**config.mk**
```make
export PLATFORM = sky130hd
export DESIGN_NAME = usb_bulk_endpoint
export DESIGN_NICKNAME = d
export VERILOG_FILES = /design/src/common/usb_bulk_pkg.sv /design/src/source/usb_bulk_endpoint.sv /design/src/source/in_packet_sender.sv /design/src/source/handshake_issuer.sv /design/src/bulk/bulk_transfer_fsm.sv /design/src/source/token_dispatch.sv
export SDC_FILE = /design/constraint.sdc
export NUM_CORES = 1
export LEC_CHECK = 0
export ABC_CLOCK_PERIOD_IN_PS = 4200
export BUFFER_PORTS_ARGS = -buffer_cell sky130_fd_sc_hd__clkbuf_2
export CORE_MARGIN = 5
export CORE_UTILIZATION = 49
export DETAILED_ROUTE_END_ITERATION = 6
export GPL_ROUTABILITY_DRIVEN = 0
export HOLD_SLACK_MARGIN = 0.12
export PLACE_DENSITY = 0.84
export SYNTH_ARGS = -nofsm -noshare
export SYNTH_HDL_FRONTEND = slang
export SYNTH_SLANG_ARGS = --single-unit
export TNS_END_PERCENT = 1
```
**constraint.sdc**
```tcl
create_clock -name clock -period 4.2 [get_ports clock]
set_input_delay 0.42 -clock clock [delete_from_list [all_inputs] [get_ports clock]]
set_output_delay 0.42 -clock clock [all_outputs]
set_load 0.005 [all_outputs]
```
**src/common/usb_bulk_pkg.sv**
```systemverilog
package usb_bulk_pkg;

  // Token types from the packet decoder
  localparam logic [1:0] TOK_OUT = 2'b00;
  localparam logic [1:0] TOK_SOF = 2'b01;
  localparam logic [1:0] TOK_IN = 2'b10;
  localparam logic [1:0] TOK_SETUP = 2'b11;

  // Handshake codes, both directions
  localparam logic [1:0] HSK_ACK = 2'b00;
  localparam logic [1:0] HSK_NAK = 2'b10;

  // Data packet codes toward the encoder
  localparam logic [1:0] PID_DATA0 = 2'b00;
  localparam logic [1:0] PID_DATA1 = 2'b10;

  // The one bulk endpoint this engine serves
  localparam logic [3:0] BULK_ENDPOINT = 4'd1;

  // Stream byte width
  localparam int BYTE_W = 8;

  // Bulk transaction states
  typedef enum {
    idle,
    in_tx,
    in_zdp,
    in_ack,
    out_rx,
    out_drain,
    out_ack,
    out_nak,
    done
  } bulk_state_t;

  // Direction of a started transaction
  typedef enum logic {dir_in, dir_out} trans_dir_t;

endpackage
```
**src/source/usb_bulk_endpoint.sv**
```systemverilog
`timescale 1ns/10ps
module usb_bulk_endpoint (
  input  logic                          clock,
  input  logic                          reset,
  input  logic [6:0]                    usb_addr_i,
  // Decoded tokens
  input  logic                          tok_recv_i,
  input  logic [1:0]                    tok_type_i,
  input  logic [6:0]                    tok_addr_i,
  input  logic [3:0]                    tok_endp_i,
  // Handshakes from and to the host
  input  logic                          hsk_recv_i,
  input  logic [1:0]                    hsk_type_i,
  output logic                          hsk_send_o,
  input  logic                          hsk_sent_i,
  output logic [1:0]                    hsk_type_o,
  // Data packet request to the encoder
  output logic                          usb_send_o,
  input  logic                          usb_busy_i,
  output logic [1:0]                    usb_type_o,
  // OUT bytes from the decoder
  input  logic                          usb_tvalid_i,
  output logic                          usb_tready_o,
  input  logic                          usb_tlast_i,
  input  logic [usb_bulk_pkg::BYTE_W-1:0] usb_tdata_i,
  // IN bytes to the encoder
  output logic                          usb_tvalid_o,
  input  logic                          usb_tready_i,
  output logic                          usb_tlast_o,
  output logic [usb_bulk_pkg::BYTE_W-1:0] usb_tdata_o,
  // Bulk sink and source
  input  logic                          blk_in_ready_i,
  input  logic                          blk_out_ready_i,
  output logic                          blk_tvalid_o,
  input  logic                          blk_tready_i,
  output logic                          blk_tlast_o,
  output logic [usb_bulk_pkg::BYTE_W-1:0] blk_tdata_o,
  input  logic                          blk_tvalid_i,
  output logic                          blk_tready_o,
  input  logic                          blk_tlast_i,
  input  logic [usb_bulk_pkg::BYTE_W-1:0] blk_tdata_i
);

  logic                      start;
  usb_bulk_pkg::trans_dir_t  dir;
  logic                      ready;
  logic                      busy;
  logic                      toggle;
  logic                      in_last_done;
  usb_bulk_pkg::bulk_state_t state;

  // Sink sees beats only while accepting
  assign blk_tvalid_o = state == usb_bulk_pkg::out_rx && usb_tvalid_i;
  assign blk_tlast_o  = usb_tlast_i;
  assign blk_tdata_o  = usb_tdata_i;

  token_dispatch u_token_dispatch (
    .clock          (clock),
    .reset          (reset),
    .usb_addr_i     (usb_addr_i),
    .tok_recv_i     (tok_recv_i),
    .tok_type_i     (tok_type_i),
    .tok_addr_i     (tok_addr_i),
    .tok_endp_i     (tok_endp_i),
    .busy_i         (busy),
    .blk_in_ready_i (blk_in_ready_i),
    .blk_out_ready_i(blk_out_ready_i),
    .start_o        (start),
    .dir_o          (dir),
    .ready_o        (ready)
  );

  bulk_transfer_fsm u_bulk_transfer_fsm (
    .clock         (clock),
    .reset         (reset),
    .start_i       (start),
    .dir_i         (dir),
    .ready_i       (ready),
    .in_last_done_i(in_last_done),
    .usb_busy_i    (usb_busy_i),
    .usb_tvalid_i  (usb_tvalid_i),
    .usb_tready_o_i(usb_tready_o),
    .usb_tlast_i   (usb_tlast_i),
    .hsk_recv_i    (hsk_recv_i),
    .hsk_type_i    (hsk_type_i),
    .hsk_sent_i    (hsk_sent_i),
    .state_o       (state),
    .busy_o        (busy),
    .toggle_o      (toggle)
  );

  handshake_issuer u_handshake_issuer (
    .clock       (clock),
    .reset       (reset),
    .state_i     (state),
    .usb_tvalid_i(usb_tvalid_i),
    .blk_tready_i(blk_tready_i),
    .usb_tlast_i (usb_tlast_i),
    .hsk_sent_i  (hsk_sent_i),
    .usb_tready_o(usb_tready_o),
    .hsk_send_o  (hsk_send_o),
    .hsk_type_o  (hsk_type_o)
  );

  in_packet_sender u_in_packet_sender (
    .clock         (clock),
    .reset         (reset),
    .state_i       (state),
    .toggle_i      (toggle),
    .blk_tvalid_i  (blk_tvalid_i),
    .blk_tlast_i   (blk_tlast_i),
    .blk_tdata_i   (blk_tdata_i),
    .blk_tready_o  (blk_tready_o),
    .usb_busy_i    (usb_busy_i),
    .usb_tvalid_o  (usb_tvalid_o),
    .usb_tready_i  (usb_tready_i),
    .usb_tlast_o   (usb_tlast_o),
    .usb_tdata_o   (usb_tdata_o),
    .usb_send_o    (usb_send_o),
    .usb_type_o    (usb_type_o),
    .in_last_done_o(in_last_done)
  );

endmodule

```
**src/source/in_packet_sender.sv**
```systemverilog
`timescale 1ns/10ps
module in_packet_sender (
  input  logic                          clock,
  input  logic                          reset,
  input  usb_bulk_pkg::bulk_state_t     state_i,
  input  logic                          toggle_i,
  input  logic                          blk_tvalid_i,
  input  logic                          blk_tlast_i,
  input  logic [usb_bulk_pkg::BYTE_W-1:0] blk_tdata_i,
  output logic                          blk_tready_o,
  input  logic                          usb_busy_i,
  output logic                          usb_tvalid_o,
  input  logic                          usb_tready_i,
  output logic                          usb_tlast_o,
  output logic [usb_bulk_pkg::BYTE_W-1:0] usb_tdata_o,
  output logic                          usb_send_o,
  output logic [1:0]                    usb_type_o,
  output logic                          in_last_done_o
);

  logic                          skd_valid_q;
  logic                          skd_last_q;
  logic [usb_bulk_pkg::BYTE_W-1:0] skd_data_q;
  logic                          accept;
  logic                          out_free;
  logic                          send_start;
  logic                          req_done_q;

  // Source accepted only in in_tx, until the spare entry is taken
  assign blk_tready_o = state_i == usb_bulk_pkg::in_tx && !skd_valid_q;
  assign accept       = blk_tvalid_i && blk_tready_o;
  // Output entry empty or leaving this cycle
  assign out_free     = !usb_tvalid_o || usb_tready_i;
  assign in_last_done_o = usb_tvalid_o && usb_tready_i && usb_tlast_o;

  // Entry valid flags
  always_ff @(posedge clock) begin
    if (reset) begin
      usb_tvalid_o <= 1'b0;
      skd_valid_q  <= 1'b0;
    end else if (out_free) begin
      usb_tvalid_o <= skd_valid_q || accept;
      skd_valid_q  <= 1'b0;
    end else begin
      skd_valid_q <= skd_valid_q || accept;
    end
  end

  // Entry payloads, spare entry drains first
  always_ff @(posedge clock) begin
    if (out_free) begin
      usb_tlast_o <= skd_valid_q ? skd_last_q : blk_tlast_i;
      usb_tdata_o <= skd_valid_q ? skd_data_q : blk_tdata_i;
    end else if (accept) begin
      skd_last_q <= blk_tlast_i;
      skd_data_q <= blk_tdata_i;
    end
  end

  // First offered byte in in_tx, or the empty packet in in_zdp
  // Only once per transaction
  assign send_start = !req_done_q &&
                      (state_i == usb_bulk_pkg::in_tx && blk_tvalid_i ||
                       state_i == usb_bulk_pkg::in_zdp);

  always_ff @(posedge clock) begin
    if (reset) begin
      usb_send_o <= 1'b0;
      req_done_q <= 1'b0;
    end else begin
      if (state_i == usb_bulk_pkg::idle) begin
        req_done_q <= 1'b0;
      end else if (send_start) begin
        req_done_q <= 1'b1;
      end
      // Encoder busy acknowledges the request
      if (usb_busy_i) begin
        usb_send_o <= 1'b0;
      end else if (send_start) begin
        usb_send_o <= 1'b1;
      end
    end
  end

  // PID follows the toggle at request time
  always_ff @(posedge clock) begin
    if (send_start) begin
      usb_type_o <= toggle_i ? usb_bulk_pkg::PID_DATA1 : usb_bulk_pkg::PID_DATA0;
    end
  end

endmodule

```
**src/source/handshake_issuer.sv**
```systemverilog
`timescale 1ns/10ps
module handshake_issuer (
  input  logic                      clock,
  input  logic                      reset,
  input  usb_bulk_pkg::bulk_state_t state_i,
  input  logic                      usb_tvalid_i,
  input  logic                      blk_tready_i,
  input  logic                      usb_tlast_i,
  input  logic                      hsk_sent_i,
  output logic                      usb_tready_o,
  output logic                      hsk_send_o,
  output logic [1:0]                hsk_type_o
);

  logic out_state;
  logic last_beat;

  // Sink back-pressure only while accepting
  // Draining and every other state keep the decoder flowing
  assign usb_tready_o = state_i == usb_bulk_pkg::out_rx ? blk_tready_i : 1'b1;

  assign out_state = state_i == usb_bulk_pkg::out_rx ||
                     state_i == usb_bulk_pkg::out_drain;
  assign last_beat = usb_tvalid_i && usb_tready_o && usb_tlast_i;

  // Request goes up the cycle after the last OUT beat
  // and stays up until the encoder reports it sent
  always_ff @(posedge clock) begin
    if (reset) begin
      hsk_send_o <= 1'b0;
    end else if (!hsk_send_o) begin
      hsk_send_o <= out_state && last_beat;
    end else if (hsk_sent_i) begin
      hsk_send_o <= 1'b0;
    end
  end

  // ACK when the sink took the data, NAK after a drain
  // Held stable while the request is up
  always_ff @(posedge clock) begin
    if (!hsk_send_o && out_state && last_beat) begin
      if (state_i == usb_bulk_pkg::out_rx) begin
        hsk_type_o <= usb_bulk_pkg::HSK_ACK;
      end else begin
        hsk_type_o <= usb_bulk_pkg::HSK_NAK;
      end
    end
  end

endmodule

```
**src/bulk/bulk_transfer_fsm.sv**
```systemverilog
`timescale 1ns/10ps
module bulk_transfer_fsm (
  input  logic                     clock,
  input  logic                     reset,
  input  logic                     start_i,
  input  usb_bulk_pkg::trans_dir_t dir_i,
  input  logic                     ready_i,
  input  logic                     in_last_done_i,
  input  logic                     usb_busy_i,
  input  logic                     usb_tvalid_i,
  input  logic                     usb_tready_o_i,
  input  logic                     usb_tlast_i,
  input  logic                     hsk_recv_i,
  input  logic [1:0]               hsk_type_i,
  input  logic                     hsk_sent_i,
  output usb_bulk_pkg::bulk_state_t state_o,
  output logic                     busy_o,
  output logic                     toggle_o
);

  logic out_last_beat;

  // Last byte of the OUT packet taken from the decoder
  assign out_last_beat = usb_tvalid_i && usb_tready_o_i && usb_tlast_i;

  // Token dispatch holds off while a transaction runs
  assign busy_o = state_o != usb_bulk_pkg::idle;

  // Transaction state
  always_ff @(posedge clock) begin
    if (reset) begin
      state_o <= usb_bulk_pkg::idle;
    end else begin
      case (state_o)
        usb_bulk_pkg::idle: begin
          // Ready sampled at the token picks data or ZDP, accept or drain
          if (start_i) begin
            if (dir_i == usb_bulk_pkg::dir_in) begin
              state_o <= ready_i ? usb_bulk_pkg::in_tx : usb_bulk_pkg::in_zdp;
            end else begin
              state_o <= ready_i ? usb_bulk_pkg::out_rx : usb_bulk_pkg::out_drain;
            end
          end
        end

        usb_bulk_pkg::in_tx: begin
          // Last byte has left the skid register
          if (in_last_done_i) begin
            state_o <= usb_bulk_pkg::in_ack;
          end
        end

        usb_bulk_pkg::in_zdp: begin
          // Encoder took the empty packet
          if (usb_busy_i) begin
            state_o <= usb_bulk_pkg::in_ack;
          end
        end

        usb_bulk_pkg::in_ack: begin
          // Host answers with ACK or NAK
          if (hsk_recv_i) begin
            state_o <= usb_bulk_pkg::done;
          end
        end

        usb_bulk_pkg::out_rx: begin
          if (out_last_beat) begin
            state_o <= usb_bulk_pkg::out_ack;
          end
        end

        usb_bulk_pkg::out_drain: begin
          if (out_last_beat) begin
            state_o <= usb_bulk_pkg::out_nak;
          end
        end

        usb_bulk_pkg::out_ack, usb_bulk_pkg::out_nak: begin
          if (hsk_sent_i) begin
            state_o <= usb_bulk_pkg::done;
          end
        end

        default: begin
          // done, back to idle next cycle
          state_o <= usb_bulk_pkg::idle;
        end
      endcase
    end
  end

  // Shared DATA0/DATA1 toggle
  // Host ACK on IN, or our own ACK sent on OUT
  always_ff @(posedge clock) begin
    if (reset) begin
      toggle_o <= 1'b0;
    end else if (state_o == usb_bulk_pkg::in_ack && hsk_recv_i &&
                 hsk_type_i == usb_bulk_pkg::HSK_ACK) begin
      toggle_o <= ~toggle_o;
    end else if (state_o == usb_bulk_pkg::out_ack && hsk_sent_i) begin
      toggle_o <= ~toggle_o;
    end
  end

endmodule

```
**src/source/token_dispatch.sv**
```systemverilog
`timescale 1ns/10ps
module token_dispatch (
  input  logic                    clock,
  input  logic                    reset,
  input  logic [6:0]              usb_addr_i,
  input  logic                    tok_recv_i,
  input  logic [1:0]              tok_type_i,
  input  logic [6:0]              tok_addr_i,
  input  logic [3:0]              tok_endp_i,
  input  logic                    busy_i,
  input  logic                    blk_in_ready_i,
  input  logic                    blk_out_ready_i,
  output logic                    start_o,
  output usb_bulk_pkg::trans_dir_t dir_o,
  output logic                    ready_o
);

  logic is_data_tok;
  logic tok_match;

  // Only IN and OUT tokens open a bulk transaction
  always_comb begin
    case (tok_type_i)
      usb_bulk_pkg::TOK_IN, usb_bulk_pkg::TOK_OUT: is_data_tok = 1'b1;
      usb_bulk_pkg::TOK_SETUP, usb_bulk_pkg::TOK_SOF: is_data_tok = 1'b0;
      default: is_data_tok = 1'b0;
    endcase
  end

  // Address and endpoint must both match
  // A start already in flight also counts as busy
  assign tok_match = tok_recv_i && is_data_tok && !busy_i && !start_o &&
                     tok_addr_i == usb_addr_i &&
                     tok_endp_i == usb_bulk_pkg::BULK_ENDPOINT;

  // One-cycle start pulse, one clock after the token
  always_ff @(posedge clock) begin
    if (reset) begin
      start_o <= 1'b0;
    end else begin
      start_o <= tok_match;
    end
  end

  // Direction and stream readiness, sampled at the token
  always_ff @(posedge clock) begin
    if (tok_match) begin
      if (tok_type_i == usb_bulk_pkg::TOK_IN) begin
        dir_o   <= usb_bulk_pkg::dir_in;
        ready_o <= blk_in_ready_i;
      end else begin
        dir_o   <= usb_bulk_pkg::dir_out;
        ready_o <= blk_out_ready_i;
      end
    end
  end

endmodule

```
==> Word-level counts from Yosys, hierarchy flattened <==
Index checks and enable logic that the tools add are counted.
{ "word_totals": {"wordCells": 110, "input_bits": 52, "register_bits": 63, "out_inout_bits": 28} }
{ "op_classes": {"n_eq_ne": 25, "n_bitwise": 2, "muxes": 23, "reduce_logical": 44} }
{ "ops": {"columns": ["operator", "count"], "rows": [
  ["2-to-1 mux 32 bit", 8],
  ["one-hot mux 32 bit (7 select lines)", 1],
  ["equality test 32 x 3 -> 1 bit (second input constant)", 6],
  ["equality test 32 x 2 -> 1 bit (second input constant)", 3],
  ["equality test 32 x 4 -> 1 bit (second input constant)", 3],
  ["logical NOT 32 bit", 2],
  ["equality test 32 x 1 -> 1 bit (second input constant)", 1],
  ["nonzero test 32 bit", 1],
  ["logical AND 1 bit", 20],
  ["OR reduction 2 bit", 6],
  ["!= test 2 bit (second input constant)", 5],
  ["2-to-1 mux 1 bit", 9],
  ["2-to-1 mux 8 bit", 1],
  ["equality test 7 bit", 1],
  ["AND reduction 7 bit", 1],
  ["logical NOT 1 bit", 6],
  ["2-to-1 mux 2 bit", 3],
  ["equality test 2 bit (second input constant)", 2],
  ["equality test 4 x 1 -> 1 bit (second input constant)", 1],
  ["logical NOT 2 bit", 2],
  ["logical OR 1 bit", 4],
  ["!= test 2 x 1 -> 1 bit (second input constant)", 2],
  ["equality test 2 x 1 -> 1 bit (second input constant)", 1],
  ["NOT 1 bit", 2],
  ["other kinds (3)", 3]
]} }

==> Longest topological paths before layout <==
Gate-level depths: netlist of the first run.
{ "logic_depth": {"depth_word": 8, "depth_mapped": 6, "depth_no_buf": 6} }

==> By module <==
Synthesis of the first run repeated with hierarchy kept, for this count alone.
{ "hier_totals": {"hier_cells": 201, "area_unflattened_um2": 2108.3} }
{ "modules_own_cells": {"columns": ["mod", "area_per_inst_um2", "instances", "cells_per_inst", "seq_area_each_um2"], "rows": [
  ["in_packet_sender", 963.4, 1, 63, 650.6],
  ["bulk_transfer_fsm", 581.8, 1, 77, 100.1],
  ["token_dispatch", 221.5, 1, 19, 80.1],
  ["handshake_issuer", 180.2, 1, 21, 50.0],
  ["usb_bulk_endpoint", 161.4, 1, 21, 0.0]
]} }

==> Worst setup path before layout of the first run <==
OpenSTA, ideal clock, no wires.
{ "synth_path": {"kind": "register to register", "startpoint": "register u_bulk_transfer_fsm.state_o[1]", "endpoint": "register u_in_packet_sender.skd_data_q[0] (netlist name) (enable)", "setup_slack_ns": 1.991, "t_arrival_ns": 1.810, "period_less_slack_ns": 2.209, "setup_ns": 0.399, "n_path_buf": 1, "required_ns": 3.801, "path_stages_with_launch": 4, "path_cell_list": "dfxtp_1 buf_2 nor4b_2 nor4bb_1"} }
{ "synth_via": {"elab_chain_len": 4} }
{ "synth_lines": {"columns": ["element", "line", "rtl"], "rows": [
  ["from (decl)", "bulk_transfer_fsm.sv:16", "output usb_bulk_pkg::bulk_state_t state_o,"],
  ["from (signal assigned)", "bulk_transfer_fsm.sv:32", "state_o <= usb_bulk_pkg::idle;"],
  ["from (signal assigned)", "bulk_transfer_fsm.sv:39", "state_o <= ready_i ? usb_bulk_pkg::in_tx : usb_bulk_pkg::in_zdp;"],
  ["from (signal assigned)", "bulk_transfer_fsm.sv:41", "state_o <= ready_i ? usb_bulk_pkg::out_rx : usb_bulk_pkg::out_drain;"],
  ["equality test 32 x 2 -> 1 bit", "in_packet_sender.sv:30", "assign blk_tready_o = state_i == usb_bulk_pkg::in_tx && !skd_valid_q;"],
  ["logical AND 1 bit", "in_packet_sender.sv:30", null],
  ["logical AND 1 bit", "in_packet_sender.sv:31", "assign accept = blk_tvalid_i && blk_tready_o;"],
  ["AND reduction 2 bit (no source line)", null, null],
  ["to (signal assigned)", "in_packet_sender.sv:56", "skd_data_q <= blk_tdata_i;"],
  ["to (decl)", "in_packet_sender.sv:23", "logic [usb_bulk_pkg::BYTE_W-1:0] skd_data_q;"]
]} }
No other way between the ends.
A chain may end at the register's enable or synchronous reset.

==> Worst setup path after layout of the first run <==
{ "layout_path": {"startpoint": "register u_bulk_transfer_fsm.state_o[0]", "endpoint": "register u_in_packet_sender.skd_data_q[6] (netlist name) (enable)"} }
The elaborated chain is that of the path after synthesis.

==> impl_metrics.tcl, run 1 <==
set metrics [dict create \
    max_freq_ghz 0.421 \
    internal_power_mw 0.560 \
    reg_top3 "u_in_packet_sender.skd_data_q x8, u_in_packet_sender.usb_tdata_o x8, u_bulk_transfer_fsm.state_o x4" \
    postCtsHoldBufs 0 \
    root_buffer "clkbuf_4" \
    htree_levels 2 \
    synth_warnings 0 \
    end_kind "flop" \
    cts-buffers-inserted 5 \
    hold_class "in2reg" \
    finalCritPeriodShare_pct 56.5 \
    ant_nets 0 \
    fin_crit_ns 2.37 \
    drc 0 \
    ys_ff_latch 33 \
    antenna_cells 0 \
    start_util_pct 50.4 \
    portBuffers 61 \
    drive_gt1_share_pct 46.6 \
    sequentialPowerShare_pct 51.9 \
    vdd_drop_max_mv 0.184 \
    placed_area_mm2 0.00194 \
    power.density_mw_per_mm2 402 \
    path_class "reg2reg" \
    clk_pin_slew_ns 0.10 \
    finClkSkew_ns 0.00980 \
    grt_max_degree 19 \
    switching_share_pct 30.1 \
    regToRegSetupSlack_ns 1.83 \
    slew_viol_final 0 \
    p_clk_share_pct 20.1 \
    num_vias 1200 \
    maxCapViolCount 0 \
    yosys.area.top_type "edfxtp_1" \
    synthDistinctLibCells 46 \
    power.switching_mw 0.240 \
    drt_iter0_markers 48 \
    cp.required_ns 4.15 \
    post_cts_buffers 0 \
    layout.nets 245 \
    power.leakage_nw 0.803 \
    synth_top_area_share_pct 39.3 \
    wire_per_inst_um 13.5 \
    antenna_found_initial 0 \
    worst_pin_slew_ns 1.06 \
    fin_area_mm2 0.00199 \
    core.rowCount 21 \
    ioPinCount 80 \
    track_usage_pct 15.4 \
    synthCells 140 \
    setup_viol 0 \
    slew_headroom_pct 28.2 \
    cts_resized 0 \
    status "completed" \
    insertion_delay_ns 0.33 \
    syn_area_per_cell_um2 12.0 \
    grt_pass1_vias 1273 \
    yosys-top-cells-area "edfxtp_1 39%, dfxtp_1 13%, mux2_2 6.7%" \
    seq_area_frac_synth_pct 52.3 \
    die-width_um 68.6 \
    grt_pass1_wl_um 5330 \
    cp-start-kind "flop" \
    cts_tree "done" \
    finalSetupTns_ns 0 \
    dr.pass1.iters 4 \
    clockBufferDepth 2 \
    final_cell_mix "61 x clkbuf_2, 22 x edfxtp_1, 11 x nor2_1, 11 x dfxtp_1, 10 x mux2_2" \
    final_common_cell "clkbuf_2" \
    rsz0062_at_grt "no" \
    via_per_inst 5.02 \
    syn_to_final_growth_pct 18.1 \
    wl_um 3220 \
    die-area_mm2 0.00471 \
    gr-total-overflow 0 \
    core_mm2 0.00334 \
    hold_violations 0 \
    synth_area_mm2 0.00168 \
    cp.arrival_ns 2.32 \
    pwr-share-comb_pct 28.0 \
    nFillCells 296 \
    dieHeight_um 68.6 \
    dp_hpwl_um 2620 \
    crit_path_max_fanout 18 \
    clock_sinks 33 \
]
[power groups by stage]
stage / Combinational [mW] / Clock [mW] / Sequential, mW
after floorplan: 0.194 / 0 / 0.398
after global placement: 0.224 / 0 / 0.420
after detailed placement: 0.226 / 0 / 0.422
after CTS: 0.227 / 0.167 / 0.415
after global routing: 0.251 / 0.183 / 0.422
final: 0.224 / 0.161 / 0.415
[final timing paths]
path,from,end,cells after the start
worst min-delay path,usb_busy_i,u_in_packet_sender.usb_send_o$_SDFFE_PP0P_,2
worst max-delay path,u_bulk_transfer_fsm.state_o[0]$_SDFFE_PP0P_,u_in_packet_sender.skd_data_q[6]$_DFFE_PP_,2
worst min register to register,u_bulk_transfer_fsm.toggle_o$_SDFFE_PP0P_,u_in_packet_sender.usb_type_o[1]$_DFFE_PP_,0
worst max register to register,u_bulk_transfer_fsm.state_o[0]$_SDFFE_PP0P_,u_in_packet_sender.skd_data_q[6]$_DFFE_PP_,2
[critical path: stages, from the launching register on]
cell and delay, ns:
dfxtp_1 0.63, nor4b_2 0.44, nor4bb_2 0.93
[layer usage]
layer / up-vias / track usage (%) / routed length (um)
met5: - / 0 / 0
met4: 0 / 6.95 / 77
met3: 12 / 5.83 / 280
met1: 535 / 16.4 / 1230
met2: 50 / 26.7 / 1630
li1: 603 / - / -
[synthesized netlist by cell type, drive strengths merged]
cell type and instances:
inv 4, nor4bb 1, or3b 1, xor2 4, nor4b 4, xnor2 3
nand3b 1, nor4 2, edfxtp 22, conb 1, nor3 5, nor2 11
a41oi 1, and3b 1, or2 2, nand2b 7, a2111oi 1, a211oi 1
a2bb2oi 1, o221ai 1, ha 1, or4b 1, or3 2, buf 15
o211ai 1, dfxtp 11, o21bai 1, nand4b 1, a21oi 5, or4 2
mux2i 1, nand4 2, nor2b 4, nor3b 1, o22ai 1, o21ai 3
nand3 1, clkbuf 2, and2 1, mux2 10
[per-stage QoR]
stage | setup slack, ns | power [mW] | hold slack (ns) | cells | utilization [%]
floorplan | 1.99 | 0.591 | 0.417 | 141 | -
global placement | 1.93 | 0.644 | 0.431 | 231 | 58.1
detailed placement | 1.79 | 0.648 | 0.449 | 231 | 58.1
CTS | 1.78 | 0.809 | 0.255 | 239 | 59.6
global route | 1.55 | 0.855 | 0.259 | 239 | 59.6
finish | 1.83 | 0.800 | 0.274 | 239 | 59.6
[cell type report]
class | count | area (um^2) | share of cell area [%]
clock buffers | 5 | 37.5 | 1.89
well taps | 46 | 57.6 | 2.89
flip-flops and latches | 33 | 881 | 44.3
repair buffers | 61 | 305 | 15.4
multi-input cells | 87 | 679 | 34.2
clock inverters | 3 | 12.5 | 0.629
inverters | 4 | 15.0 | 0.755
[kinds of logic after synthesis]
| kind of cell | after synthesis | synth area share [%] |
|---|---|---|
| buffers and inverters | 21 | 7.88 |
| DFF | 33 | 52.3 |
| AOI/OAI and AO/OA | 16 | 7.88 |
| other | 1 | 0.223 |
| adders and majority gates | 1 | 0.743 |
| xor gates and xnor gates | 7 | 3.64 |
| and+or+nand+nor | 50 | 20.0 |
| muxes | 11 | 7.29 |
No activity file was read; power rests on OpenSTA's default activity.
==> run 2, diff against run 1 <==
Settings changed: ABC_CLOCK_PERIOD_IN_PS 4200 to 1950, CORE_UTILIZATION 49 to 41, PLACE_DENSITY 0.84 to 0.75.
Clock period 4.2 ns to 1.95 ns, I/O delays scaled along.
==> run 2 against run 1 <==
Effect of this change: wire length up 7.9%; count of clock-buffer cells in the layout unchanged; design area up 11%; combinational power up 150%; sequential share of layout area down 4.3 points; core utilization down 4.5 points; first-iteration DRC count up 10%; non-clock buffer count up 16; sequential cell count unchanged; critical endpoint is now blk_tvalid_o; largest power group unchanged.
==> impl_metrics.tcl, run 2 (same netlist as run 1, synthesis figures left out) <==
set metrics [dict create \
    status "completed" \
    clockBufferDepth 2 \
    core_mm2 0.00400 \
    insertion_delay_ns 0.28 \
    clk_pin_slew_ns 0.07 \
    final_cell_mix "61 x clkbuf_2, 22 x edfxtp_1, 11 x nor2_1, 11 x dfxtp_1" \
    rsz0062_at_grt "no" \
    core.rowCount 23 \
    drive_gt1_share_pct 46.9 \
    portBuffers 61 \
    dieHeight_um 74.1 \
    path_delay_family "simple AND/OR/NAND/NOR gates" \
    vdd_drop_max_mv 0.373 \
    cp.arrival_ns 1.64 \
    antenna_found_initial 0 \
    crit_path_max_fanout 8 \
    r2r_cells 4 \
    cp.required_ns 1.75 \
    placed_area_mm2 0.00199 \
    fin_area_mm2 0.00220 \
    via_per_inst 4.87 \
    slew_viol_final 0 \
    gr-total-overflow 0 \
    wire_per_inst_um 13.4 \
    slew_headroom_pct 65.9 \
    min_to "u_token_dispatch.start_o$_SDFF_PP0_" \
    final_common_cell "clkbuf_2" \
    crit_buf_inv 1 \
    ant_nets 0 \
    dp_hpwl_um 2650 \
    whs_ns 0.188 \
    finClkSkew_ns 0.00860 \
    maxCapViolCount 0 \
    hold_class "in2reg" \
    max_freq_ghz 0.546 \
    setup_viol 0 \
    dp_slack_ns 0.245 \
    track_usage_pct 13.4 \
    setup_slack_ns 0.119 \
    clock_sinks 33 \
    post_cts_buffers 0 \
    finalCritPeriodShare_pct 93.9 \
    wl_um 3470 \
    start_util_pct 42.1 \
    grt_pass1_wl_um 5700 \
    fin_crit_ns 1.83 \
    drc 0 \
    hold_start "tok_recv_i" \
    syn_to_final_growth_pct 30.9 \
    die-width_um 74.1 \
    dr.pass1.iters 4 \
    die-area_mm2 0.00549 \
    worst_pin_slew_ns 0.510 \
    finalSetupTns_ns 0 \
    worstReg2RegEnd "u_token_dispatch.dir_o$_DFFE_PP_" \
    num_vias 1261 \
    layout.nets 261 \
    path_class "reg2out" \
    reg_top3 "u_in_packet_sender.skd_data_q x8, u_in_packet_sender.usb_tdata_o x8, u_bulk_transfer_fsm.state_o x4" \
    end_kind "primary output" \
    cp-start-kind "flop" \
    path_cells "or3b_1 -> or2_1 -> nor2_1 -> clkbuf_2" \
    grt_pass1_vias 1345 \
    hold_violations 0 \
    power.leakage_nw 0.901 \
    cts_tree "done" \
    grt_max_degree 14 \
    root_buffer "clkbuf_8" \
    cts_resized 0 \
    cp_slowest_stage_delay_ns 0.48 \
    ioPinCount 80 \
    regToRegSetupSlack_ns 0.24 \
    power.density_mw_per_mm2 940 \
    critPathSlowestCell "dfxtp_1" \
    r2r-start "u_bulk_transfer_fsm.state_o[1]$_SDFFE_PP0P_" \
    min_delay_path_depth 3 \
    cts-buffers-inserted 5 \
    htree_levels 2 \
    p_total_mw 2.07 \
    drt_iter0_markers 53 \
    antenna_cells 0 \
]
-- run 2: what timing repair did --
item                                    4_1_cts  5_1_grt
endpoints found under the hold margin        10        0
hold buffers                                 10        0
endpoints found under the setup margin        0        0
-- run 2: worst max path at each step --
stage,slack (ns),cells after the start,end,startpoint
finish,0.12,4,blk_tvalid_o,u_bulk_transfer_fsm.state_o[2]$_SDFFE_PP0P_
global route,0.05,4,blk_tvalid_o,u_bulk_transfer_fsm.state_o[2]$_SDFFE_PP0P_
CTS,0.11,4,blk_tvalid_o,u_bulk_transfer_fsm.state_o[2]$_SDFFE_PP0P_
detailed placement,0.25,4,u_token_dispatch.dir_o$_DFFE_PP_,u_bulk_transfer_fsm.state_o[1]$_SDFFE_PP0P_
global placement,0.31,4,u_token_dispatch.dir_o$_DFFE_PP_,u_bulk_transfer_fsm.state_o[1]$_SDFFE_PP0P_
floorplan,0.05,3,u_in_packet_sender.skd_data_q[0]$_DFFE_PP_,u_bulk_transfer_fsm.state_o[1]$_SDFFE_PP0P_
-- run 2: final cells by class --
class                           instances  area (um^2)
Fill cell                             350         1800
Sequential cell                        33          881
Multi-Input combinational cell         87          679
Timing Repair Buffer                   77          450
Clock buffer                            5         68.8
Tap cell                               50         62.6
Clock inverter                          3         46.3
Inverter                                4         15.0
-- run 2: per-stage QoR --
step	util, %	std cells
floorplan	-	141
global placement	49.7	241
detailed placement	49.7	241
CTS	55.1	259
global route	55.1	259
finish	55.1	259
-- run 2: worst min-delay path, delay by kind of cell --
| kind | cells | cell delay (ns) |
|---|---|---|
| and+or+nand+nor | 2 | 0.14 |
| buffers and inverters | 1 | 0.08 |
-- run 2: metal layers --
metal	track usage (%)	vias to the layer above	routed length (um)
li1	-	634	-
met1	15.3	568	1430
met2	23.1	55	1690
met3	4.19	4	293
met4	5.43	0	54
met5	0	-	0
-- run 2: power by group --
part	internal, mW	leakage (nW)	total, mW	switching, mW
clock network	0.382	0.0543	0.644	0.262
registers	0.807	0.300	0.868	0.0610
logic	0.303	0.546	0.559	0.256
total	1.49	0.901	2.07	0.580
